<file path="config.mk">
export PLATFORM = sky130hd
export DESIGN_NAME = devices
export DESIGN_NICKNAME = d
export VERILOG_FILES = /design/src/verilog/mem_pkg.sv /design/src/verilog/devices.sv
export SDC_FILE = /design/constraint.sdc
export NUM_CORES = 1
export LEC_CHECK = 0
export BUFFER_PORTS_ARGS = -buffer_cell sky130_fd_sc_hd__buf_2
export CORE_AREA = 10 10 195 151
export CTS_CLUSTER_DIAMETER = 40
export DETAILED_ROUTE_END_ITERATION = 16
export DIE_AREA = 0 0 205 161
export GPL_ROUTABILITY_DRIVEN = 0
export GPL_TIMING_DRIVEN = 0
export PLACE_DENSITY_LB_ADDON = 0.15
export SLEW_MARGIN = 25
export SYNTH_ARGS = -nofsm -noshare
export SYNTH_HDL_FRONTEND = slang
export SYNTH_SLANG_ARGS = --single-unit
</file>
<file path="constraint.sdc">
create_clock -name clk -period 15.3 [get_ports clk]
set_input_delay 0.765 -clock clk [delete_from_list [all_inputs] [get_ports clk]]
set_output_delay 0.765 -clock clk [all_outputs]
set_load 0.02 [all_outputs]
</file>
<file path="src/verilog/mem_pkg.sv">
/* shared types and constants for the memory subsystem: address windows, memory
   actions, access sizes, request structs and the byte-lane write merge */
package mem_pkg;

  // address windows
  localparam logic [63:0] MEM_BASE = 64'h0000_0000_8000_0000;
  localparam logic [63:0] MEM_MASK = 64'hffff_ffff_f000_0000; // 256 MB
  localparam logic [63:0] DEV_BASE = 64'h0000_0000_2000_0000;
  localparam logic [63:0] DEV_MASK = 64'hffff_ffff_ffff_f000; // 4 KB

  // data cache model
  localparam int DCACHE_DEPTH   = 256; // doublewords
  localparam int DCACHE_IDX_W   = $clog2(DCACHE_DEPTH);
  localparam int DCACHE_LATENCY = 2;   // request rise to ack

  localparam int DEV_NREGS = 4;

  // funct3[1:0] size field
  localparam logic [1:0] F3_SIZE_B = 2'd0;
  localparam logic [1:0] F3_SIZE_H = 2'd1;
  localparam logic [1:0] F3_SIZE_W = 2'd2;
  localparam logic [1:0] F3_SIZE_D = 2'd3;

  // request byte counts, size minus one
  localparam logic [2:0] BYTES_B = 3'd0;
  localparam logic [2:0] BYTES_H = 3'd1;
  localparam logic [2:0] BYTES_W = 3'd3;
  localparam logic [2:0] BYTES_D = 3'd7;

  typedef enum logic [1:0] {
    MEM_ACTION_NONE,
    MEM_ACTION_LOAD,
    MEM_ACTION_STORE
  } mem_action_t;

  typedef struct packed {
    mem_action_t action;
    logic [2:0]  funct3;
    logic [63:0] addr;
    logic [63:0] wdata;
  } ex_to_mem_t;

  typedef struct packed {
    logic        write;
    logic [63:0] addr;
    logic [2:0]  bytes;
    logic [63:0] wdata; // already in its byte lane
  } mem_req_t;

  // replace only the lanes picked by size and offset
  function automatic logic [63:0] merge_lanes(input logic [63:0] old, input mem_req_t req);
    logic [7:0]  lanes;
    logic [63:0] merged;
    lanes  = (8'hff >> (3'd7 - req.bytes)) << req.addr[2:0];
    merged = old;
    for (int i = 0; i < 8; i++) begin
      if (lanes[i]) begin
        merged[i*8 +: 8] = req.wdata[i*8 +: 8];
      end
    end
    return merged;
  endfunction

endpackage

</file>
<file path="src/verilog/devices.sv">
`timescale 1ns/1ps
/* device block: four 64-bit scratch registers with a one-cycle acknowledge */
module devices (
  input  logic              clk,
  input  logic              rst,
  input  logic              i_req,
  input  mem_pkg::mem_req_t i_cmd,
  output logic              o_ack,
  output logic [63:0]       o_rdata
);
  import mem_pkg::*;

  logic [63:0] scratch [DEV_NREGS];
  logic [1:0]  sel;
  logic        fire;

  assign sel  = i_cmd.addr[4:3];
  assign fire = i_req && !o_ack; // stage drops req right after ack

  always_ff @(posedge clk) begin
    if (rst) begin
      o_ack <= 1'b0;
      for (int i = 0; i < DEV_NREGS; i++) begin
        scratch[i] <= '0;
      end
    end else begin
      o_ack <= fire;
      if (fire && i_cmd.write) begin
        scratch[sel] <= merge_lanes(scratch[sel], i_cmd);
      end
    end
  end

  always_ff @(posedge clk) begin
    if (fire) begin
      o_rdata <= scratch[sel]; // whole register
    end
  end

endmodule

</file>
==> flow_metrics.py <==
metrics = {
    "drt": {
        "num_vias": 7930,
        "drc_errors": 0,
        "post_drt_wl_per_cell_microns": 23.4,
        "dr.pass1.iters": 5,
        "drtIter0Drc": 617,
        "postRouteAntennaNets": 0,
        "via_per_inst": 5.77,
        "drt-total-wl_mm": 32.2,
    },
    "worst_setup_path": {
        "path_max_fanout": 38,
        "cp_cell_sequence": "buf_2 -> buf_2 -> buf_2 -> nand2_1 -> clkbuf_1 -> nand2b_4 -> buf_12",
        "critPathRequiredTime_ps": 15500,
        "cp-end-kind": "flip-flop",
        "critPathTopFamily": "buffers and inverters",
        "critPathLaunch": "i_cmd[71]",
        "critPathSlowestCell": "nand2b_4",
        "r2r-start": "o_ack$_SDFF_PP0_",
        "cpMostUsedCell": "buf_2",
        "max_stage_delay_ps": 680,
        "worst_setup_path_start_kind": "input pin",
        "path_class": "input pin to flip-flop",
        "path_buf_inv": 5,
        "arrival_ps": 3150,
    },
    "die": {
        "die_h_microns": 161,
        "io_pins": 200,
        "die_area_sq_um": 33000,
        "dieWidth_microns": 205,
        "initial_core_util_pct": 52.3,
        "fp-row-count": 51,
        "core-area_sq_um": 25600,
    },
    "final_layout": {
        "drive_gt1_share_pct": 29.5,
        "layout_commonest_cell": "edfxtp_1",
        "final_cell_mix": "320 x edfxtp_1, 195 x nor2_1, 153 x buf_2, 66 x a21oi_1, 64 x mux4_2",
        "area_growth_syn_to_layout_pct": 19.5,
        "nNetsFinal": 1135,
        "final_area_sq_um": 16000,
    },
    "power": {
        "ir_drop_uv": 84.5,
        "leakage_nw": 5.97,
        "power.density_nw_per_um2": 133,
    },
    "synth": {
        "synth.distinct_cells": 39,
        "syn_area_sq_um": 13400,
        "yosysWarnings": 0,
        "syn-mean-instance-area_sq_um": 16.4,
        "ys_seq_elements": 321,
        "synth_fp_nets": 951,
        "yosysSeqAreaShare_pct": 72.0,
        "netlist_instances": 816,
    },
    "clock_tree": {
        "cts_made_buffers": 37,
        "clock_path_buffers": 3,
        "cts_sinks": 321,
        "cts.repair.resized": 0,
        "clkTransAtPathRegs_ps": 60,
        "ctsHtreeMaxLevel": 2,
        "clkLatencyLatePin_ps": 520,
        "cts_hold_buf": 0,
        "root_buffer": "clkbuf_16",
        "cts_tree": "built",
        "post_cts_buffers": 0,
    },
    "sta": {
        "fin_crit_sh_pct": 19.2,
        "tightest_slew_ps": 865,
        "fin_setup_tns_ps": 0,
        "setup_viol": 0,
        "skew_ps": 11.7,
        "max_clock_freq_mhz": 340,
        "slew_headroom_pct": 42.3,
        "maxSlewViolCount": 0,
        "timing.hold.ws_ps": 496,
        "hold_viol": 0,
        "rsz0062_at_grt": "false",
        "period_minus_slack_ps": 2940,
    },
    "grt": {
        "overflow": 0,
        "grt_pass1_wl_mm": 49.5,
        "grt_max_degree": 41,
        "antenna_found_initial": 1,
        "grt_pass1_vias": 8322,
        "grtUsageTotal_pct": 19.5,
    },
    "hold_path": {
        "worstHoldStart": "rst",
        "min_path_type": "input pin to flip-flop",
    },
    "placement": {
        "io_buffers": 138,
        "place_area_sq_um": 14700,
        "dp_hpwl_mm": 20.8,
    },
    "status": {
        "status": "complete, no violations",
    },
    "flow_run": {
        "drv_cap": 0,
    },
}
==> final cells by class <==
class,instances,area [sq um]
antenna,2,5.00
buffer,51,285
clock buffer,43,991
clock inverter,24,268
fill,1930,9610
inverter,1,3.75
multi-input combinational,443,3490
sequential,321,9630
tap,344,430
timing repair buffer,145,868
==> flip-flops by register name (all words and copies together) (netlist names) <==
| signal | count |
|---|---|
| o_ack | 1 |
| o_rdata | 64 |
| scratch | 256 |
==> cell families after synthesis <==
family	count (synthesis)	share of synthesized area (%)
AO/OA/AOI/OAI	99	4.31
multiplexers	112	14.4
buffers and inverters	52	2.16
AND/OR/NAND/NOR	232	7.14
flip-flops	321	72.0
==> per-stage QoR <==
step	power [mW]	cells	utilization, %	setup slack [ps]
6_report	2.12	1374	62.4	12360
2_1_floorplan	1.16	816	-	9400
5_1_grt	2.18	1373	62.4	12240
4_1_cts	2.13	1372	62.4	12350
3_3_place_gp	1.23	1298	56.6	6280
3_5_place_dp	1.23	1305	57.5	11820
==> synth_stat cells, drive strengths merged <==
| cell | n | area share [%] |
|---|---|---|
| or3 | 1 | 0.047 |
| dfxtp | 1 | 0.15 |
| o211a | 1 | 0.075 |
| and3 | 1 | 0.047 |
| nor2 | 195 | 5.5 |
| o21ai | 21 | 0.87 |
| nand4bb | 1 | 0.084 |
| inv | 1 | 0.028 |
| buf | 25 | 1.4 |
| and2 | 2 | 0.094 |
| nand2b | 3 | 0.14 |
| nor3 | 3 | 0.20 |
| nor2b | 2 | 0.094 |
| mux2i | 48 | 3.6 |
| clkbuf | 26 | 0.73 |
| a211o | 2 | 0.13 |
| nand3 | 17 | 0.64 |
| or3b | 1 | 0.066 |
| or4 | 1 | 0.084 |
| mux4 | 64 | 11 |
| nand2 | 5 | 0.18 |
| a211oi | 4 | 0.45 |
| edfxtp | 320 | 72 |
| o21a | 2 | 0.11 |
| a41o | 1 | 0.075 |
| a311oi | 1 | 0.066 |
| a21oi | 66 | 2.5 |
| a2111oi | 1 | 0.066 |
==> power breakdown <==
part | switching (mW) | internal, mW | leakage [nW]
sequential | 0.0115 | 1.02 | 3.29
clock | 0.352 | 0.552 | 0.606
combinational | 0.119 | 0.0663 | 2.07
total | 0.482 | 1.64 | 5.97
==> per-layer routing <==
metal,routed length [microns],vias up,track usage (%)
met4,581,0,4.97
met3,1990,50,3.26
met1,13900,4037,27.0
met5,0,-,0
li1,-,3534,-
met2,15800,309,31.7
==> path summary, 6_finish.rpt <==
check	slack, ps	end	cells past startpoint
hold reg to reg	650	o_rdata[8]$_DFFE_PN_	1
hold / removal	500	o_ack$_SDFF_PP0_	2
setup reg to reg	12680	scratch[2][32]$_SDFFCE_PN0P_	6
setup / recovery	12360	scratch[2][32]$_SDFFCE_PN0P_	7
(Power assumes the default switching activity.)
