## config.mk

```make
export PLATFORM = sky130hd
export DESIGN_NAME = mem_stage
export DESIGN_NICKNAME = d
export VERILOG_FILES = /design/src/verilog/mem_pkg.sv /design/src/verilog/mem_stage.sv
export SDC_FILE = /design/constraint.sdc
export NUM_CORES = 1
export LEC_CHECK = 0
export BUFFER_PORTS_ARGS = -buffer_cell sky130_fd_sc_hd__buf_2
export CORE_AREA = 2 2 180 182
export CTS_BUF_LIST = sky130_fd_sc_hd__clkbuf_4
export CTS_CLUSTER_SIZE = 20
export DETAILED_ROUTE_END_ITERATION = 10
export DIE_AREA = 0 0 182 184
export GPL_ROUTABILITY_DRIVEN = 0
export SLEW_MARGIN = 20
export SYNTH_ARGS = -nofsm -noshare
export SYNTH_HDL_FRONTEND = slang
export SYNTH_SLANG_ARGS = --single-unit
```

## constraint.sdc

```tcl
create_clock -name clk -period 7 [get_ports clk]
set_input_delay 0.35 -clock clk [delete_from_list [all_inputs] [get_ports clk]]
set_output_delay 0.35 -clock clk [all_outputs]
set_load 0.1 [all_outputs]
```

## src/verilog/mem_pkg.sv

```systemverilog
/* shared types and constants for the memory subsystem: address windows, memory
   actions, access sizes, request structs and the byte-lane write merge */
package mem_pkg;

  // address windows
  localparam logic [63:0] MEM_BASE = 64'h0000_0000_8000_0000;
  localparam logic [63:0] MEM_MASK = 64'hffff_ffff_f000_0000; // 256 MB
  localparam logic [63:0] DEV_BASE = 64'h0000_0000_2000_0000;
  localparam logic [63:0] DEV_MASK = 64'hffff_ffff_ffff_f000; // 4 KB

  // data cache model
  localparam int DCACHE_DEPTH   = 256; // doublewords
  localparam int DCACHE_IDX_W   = $clog2(DCACHE_DEPTH);
  localparam int DCACHE_LATENCY = 2;   // request rise to ack

  localparam int DEV_NREGS = 4;

  // funct3[1:0] size field
  localparam logic [1:0] F3_SIZE_B = 2'd0;
  localparam logic [1:0] F3_SIZE_H = 2'd1;
  localparam logic [1:0] F3_SIZE_W = 2'd2;
  localparam logic [1:0] F3_SIZE_D = 2'd3;

  // request byte counts, size minus one
  localparam logic [2:0] BYTES_B = 3'd0;
  localparam logic [2:0] BYTES_H = 3'd1;
  localparam logic [2:0] BYTES_W = 3'd3;
  localparam logic [2:0] BYTES_D = 3'd7;

  typedef enum logic [1:0] {
    MEM_ACTION_NONE,
    MEM_ACTION_LOAD,
    MEM_ACTION_STORE
  } mem_action_t;

  typedef struct packed {
    mem_action_t action;
    logic [2:0]  funct3;
    logic [63:0] addr;
    logic [63:0] wdata;
  } ex_to_mem_t;

  typedef struct packed {
    logic        write;
    logic [63:0] addr;
    logic [2:0]  bytes;
    logic [63:0] wdata; // already in its byte lane
  } mem_req_t;

  // replace only the lanes picked by size and offset
  function automatic logic [63:0] merge_lanes(input logic [63:0] old, input mem_req_t req);
    logic [7:0]  lanes;
    logic [63:0] merged;
    lanes  = (8'hff >> (3'd7 - req.bytes)) << req.addr[2:0];
    merged = old;
    for (int i = 0; i < 8; i++) begin
      if (lanes[i]) begin
        merged[i*8 +: 8] = req.wdata[i*8 +: 8];
      end
    end
    return merged;
  endfunction

endpackage

```

## src/verilog/mem_stage.sv

```systemverilog
`timescale 1ns/1ps
/* memory-access stage: window decode, request launch to cache or devices,
   completion handshake, load alignment and sign/zero extension */
module mem_stage (
  input  logic                clk,
  input  logic                rst,
  input  logic                i_ena,
  input  logic                i_executed_req,
  input  mem_pkg::ex_to_mem_t i_ex,
  input  logic                i_memoryed_ack,
  input  logic                i_dcache_ack,
  input  logic [63:0]         i_dcache_rdata,
  input  logic                i_dev_ack,
  input  logic [63:0]         i_dev_rdata,
  output logic                o_memoryed_req,
  output logic [63:0]         o_rdata,
  output logic                o_dcache_req,
  output logic                o_dev_req,
  output mem_pkg::mem_req_t   o_req
);
  import mem_pkg::*;

  mem_action_t action;
  logic        is_mem;
  logic        is_dev;
  logic        is_load;
  logic        is_store;
  logic [2:0]  bytes;
  logic [5:0]  lane_shift;
  logic        ld_unsigned;
  logic        hs;
  logic [63:0] ack_data;
  logic [63:0] shifted;
  logic [63:0] ld_value;

  assign action   = i_ena ? i_ex.action : MEM_ACTION_NONE; // disabled stage does nothing
  assign is_mem   = (i_ex.addr & MEM_MASK) == MEM_BASE;
  assign is_dev   = (i_ex.addr & DEV_MASK) == DEV_BASE;
  assign is_load  = action == MEM_ACTION_LOAD;
  assign is_store = action == MEM_ACTION_STORE;
  assign lane_shift = {i_ex.addr[2:0], 3'b000};

  always_comb begin
    case (i_ex.funct3[1:0])
      F3_SIZE_B: bytes = BYTES_B;
      F3_SIZE_H: bytes = BYTES_H;
      F3_SIZE_W: bytes = BYTES_W;
      F3_SIZE_D: bytes = BYTES_D;
    endcase
  end

  // only the addressed target can ack
  assign hs       = (o_dcache_req & i_dcache_ack) | (o_dev_req & i_dev_ack);
  assign ack_data = o_dcache_req ? i_dcache_rdata : i_dev_rdata;
  assign shifted  = ack_data >> {o_req.addr[2:0], 3'b000};

  always_comb begin
    case (o_req.bytes)
      BYTES_B: ld_value = ld_unsigned ? {56'd0, shifted[7:0]} :
                                        {{56{shifted[7]}}, shifted[7:0]};
      BYTES_H: ld_value = ld_unsigned ? {48'd0, shifted[15:0]} :
                                        {{48{shifted[15]}}, shifted[15:0]};
      BYTES_W: ld_value = ld_unsigned ? {32'd0, shifted[31:0]} :
                                        {{32{shifted[31]}}, shifted[31:0]};
      default: ld_value = shifted;
    endcase
  end

  always_ff @(posedge clk) begin
    if (rst) begin
      o_memoryed_req <= 1'b0;
      o_dcache_req   <= 1'b0;
      o_dev_req      <= 1'b0;
      o_rdata        <= '0;
    end else begin
      if (i_memoryed_ack) begin
        o_memoryed_req <= 1'b0;
      end
      if (i_executed_req) begin
        if ((is_load || is_store) && (is_mem || is_dev)) begin
          o_dcache_req <= is_mem;
          o_dev_req    <= is_dev;
        end else begin
          o_memoryed_req <= 1'b1; // done at once
          if (is_load) begin
            o_rdata <= '0; // unmapped load
          end
        end
      end else if (hs) begin
        o_dcache_req   <= 1'b0;
        o_dev_req      <= 1'b0;
        o_memoryed_req <= 1'b1;
        if (!o_req.write) begin
          o_rdata <= ld_value;
        end
      end
    end
  end

  // request payload, held until the next instruction
  always_ff @(posedge clk) begin
    if (i_executed_req) begin
      o_req.write <= is_store;
      o_req.addr  <= i_ex.addr;
      o_req.bytes <= bytes;
      o_req.wdata <= i_ex.wdata << lane_shift;
      ld_unsigned <= i_ex.funct3[2];
    end
  end

endmodule

```

==> reports/metrics.csv <==
stage,metric,value,unit
yosys,synth_commonest_cells,"edfxtp_1 (133), mux2i_1 (97), nand2_1 (93)",
layout,drive_gt1_share,41.10,%
routing,route.detailed.drc,0,
layout,synthToLayoutAreaGrowth,33.11,%
layout,regArea,0.005339,mm²
sta,hold_violations,0,
yosys,yosysSeqAreaShare,49.33,%
run_status,status,"finished, final reports clean",
die,pin_count,467,
routing,vias_per_cell,5.448,
yosys,synthFlopType,edfxtp_1,
yosys,yosys_warnings,0,
placement,portBuffers,466,
yosys,syn_area,0.01081,mm²
clock_network,root_buffer,clkbuf_4,
yosys,synth.avg_cell_area,11.38,µm²
global_route,overflow,0,
yosys,synth_fp_nets,1220,
yosys,synthAdderAreaFrac,0.2314,%
global_route,grt_max_degree,78,
yosys,synth_top_family_by_area,multiplexers,
worst_setup_path,critPathRequiredTime,7.50,ns
routing,ant_nets,0,
layout,layout.nets,1707,
routing,avgRoutedWirePerCell,22.46,µm
clock_network,htreeDepth,4,
clock_network,cts_hold_buf,67,
power,p_leak,0.006121,µW
clock_network,cts.sinks,200,
yosys,yosysMostFrequentCell,edfxtp_1,
die,die_x,182,µm
clock_network,cts_resized,0,
yosys,yosys.area_share.simple,10.56,%
sta,fmax,0.2546,GHz
clock_network,path_clk_slew,0.17,ns
yosys,synth.top_cell.area_share,36.93,%
yosys,syn-instance-count,950,
power,ir_worst_vdd,144.5,µV
worst_setup_path,crit_path_max_fanout,55,
flow_run,maxCapViolCount,0,
yosys,yosys-top-cells-area,"edfxtp_1 (37%), dfxtp_1 (12%), mux4_2 (11%), mux2i_1 (9.0%), o21ai_0 (4.1%)",
routing,dr.pass1.iters,8,
sta,fin_tns_setup,0,ns
worst_setup_path,crit_family,compound AO/OA/AOI/OAI gates,
die,core,0.03139,mm²
worst_setup_path,start_kind,flop,
clock_network,cts.path.max_buffers,2,
sta,grt_setup_unrepaired,false,
yosys,synth_top_area_cell,edfxtp_1,
worst_setup_path,critPathBufInv,1,
sta,finalSetupViolations,0,
die,num_rows,65,
sta,relSlewSlack,38.17,%
routing,drt_iter0_markers,825,
routing,wl,41740,µm
clock_network,post-cts-setup-buffer-count,0,
worst_setup_path,end_kind,flop,
worst_setup_path,cpPeakStageDelay,0.92,ns
yosys,synth-compound-area-share,14.69,%
clock_network,cts_tree,yes,
global_route,antenna_found_initial,16,
worst_setup_path,worst-setup-path-type,reg -> reg,
yosys,synth_edf_count,133,
yosys,synthDistinctLibCells,52,
sta,period_share,56.12,%
die,start_util,34.45,%
min_path,hold_path.class,in -> reg,
global_route,grt_pass1_vias,9952,
yosys,muxShareOfSynthArea,21.99,%
global_route,grt_pass1_wl,60410,µm
sta,whs,0.06483,ns
die,die_height,184,µm
worst_setup_path,crit_chain,"buf_4, mux2_1, mux4_2, a32oi_2, o221ai_2, o21ai_1, o21ai_0",
power,total_power,3027,µW
global_route,grt_usage,24.19,%
die,die-area,0.03349,mm²
yosys,ys_async_sr_fraction,0,%
layout,fillers,3011,
routing,dr_total_vias,10120,
sta,min_period,3.928,ns
clock_network,clk_latency,0.64,ns
placement,dp_hpwl,31850,µm
yosys,synth-xor-area-share,0,%
yosys,synth_seq_cells,200,
worst_setup_path,crit_slowest_cell,edfxtp_1,
sta,skew,0.02823,ns
clock_network,cts_buffers,17,
sta,maxSlewViolCount,0,
sta,tightest_slew,0.9158,ns
power,powerDensity,210.3,mW/mm²
layout,multi_input_area,0.005142,mm²
worst_setup_path,cp.arrival,4.43,ns
## metal layers
metal / GRT usage (%) / part of all wire (%)
met1: 26.83 / 36
met4: 9.613 / 3.3
met5: 0 / 0.30
met2: 41.91 / 50
met3: 9.231 / 11
## cell families after synthesis
family,Yosys count
DFF,200
buffers and inverters,82
AOI/OAI and AO/OA,256
and+or+nand+nor,239
adders and majority gates,2
muxes,171
## report_power, final
| group | leakage (µW) | total (µW) | internal [µW] | switching [µW] |
|---|---|---|---|---|
| clock network | 0.000152 | 628 | 162 | 466 |
| logic | 0.00414 | 1040 | 251 | 790 |
| registers | 0.00183 | 1360 | 1340 | 22.4 |
## layout by cell type, fill, tap and decap left out, drive strengths merged, types with 6 or more instances in the layout
cell type and count:
diode 6, clkbuf 17, mux2 23, nor2 43, nand2 93, mux4 51
dfxtp 67, inv 15, a21oi 65, edfxtp 133, and2 23, o22ai 17
a22oi 16, a22o 33, mux2i 97, nand3 11, nor4 13, dlygate4sd3 67
a211o 7, nor3 13, nor2b 19, o21ai 91, buf 478, a211oi 15
## through the flow
stage	util (%)	area (µm²)	worst slack [ns]	std cells
floorplan	-	10810	3.941	950
global route	45.84	14390	2.823	1856
finish	45.85	14400	3.072	1858
detailed placement	42.78	13430	3.165	1753
global placement	42.78	13430	3.309	1753
CTS	45.79	14370	3.107	1852
## worst register-to-register path, stage by stage, from the launching register on
cell and delay [ns]:
edfxtp_1 0.92, buf_4 0.69, mux2_1 0.38, mux4_2 0.51, a32oi_2 0.20, o221ai_2 0.35, o21ai_1 0.58, o21ai_0 0.19
## flip-flops by register name, summed over array words and instances, names as in the netlist
register / flops
o_rdata: 64
o_memoryed_req: 1
o_req: 132
o_dcache_req: 1
ld_unsigned: 1
o_dev_req: 1
## cell type report
class / count / area share, %
Antenna cell: 6 / 0.1043
Clock buffer: 17 / 0.8866
Clock inverter: 15 / 1.017
Inverter: 5 / 0.1304
Multi-Input combinational cell: 668 / 35.72
Sequential cell: 200 / 37.09
Tap cell: 402 / 3.494
Timing Repair Buffer: 545 / 21.56
## path summary, 6_finish.rpt
check	cells past startpoint	endpoint	slack [ns]	from
max reg2reg	7	o_rdata[53]$_SDFFE_PP0P_	3.07	o_req[67]$_DFFE_PP_
max	7	o_rdata[53]$_SDFFE_PP0P_	3.07	o_req[67]$_DFFE_PP_
min reg2reg	2	o_rdata[16]$_SDFFE_PP0P_	0.45	o_rdata[16]$_SDFFE_PP0P_
min	2	o_req[1]$_SDFFCE_PP0P_	0.06	i_ex[1]
Power figures use the tool's default switching activity.
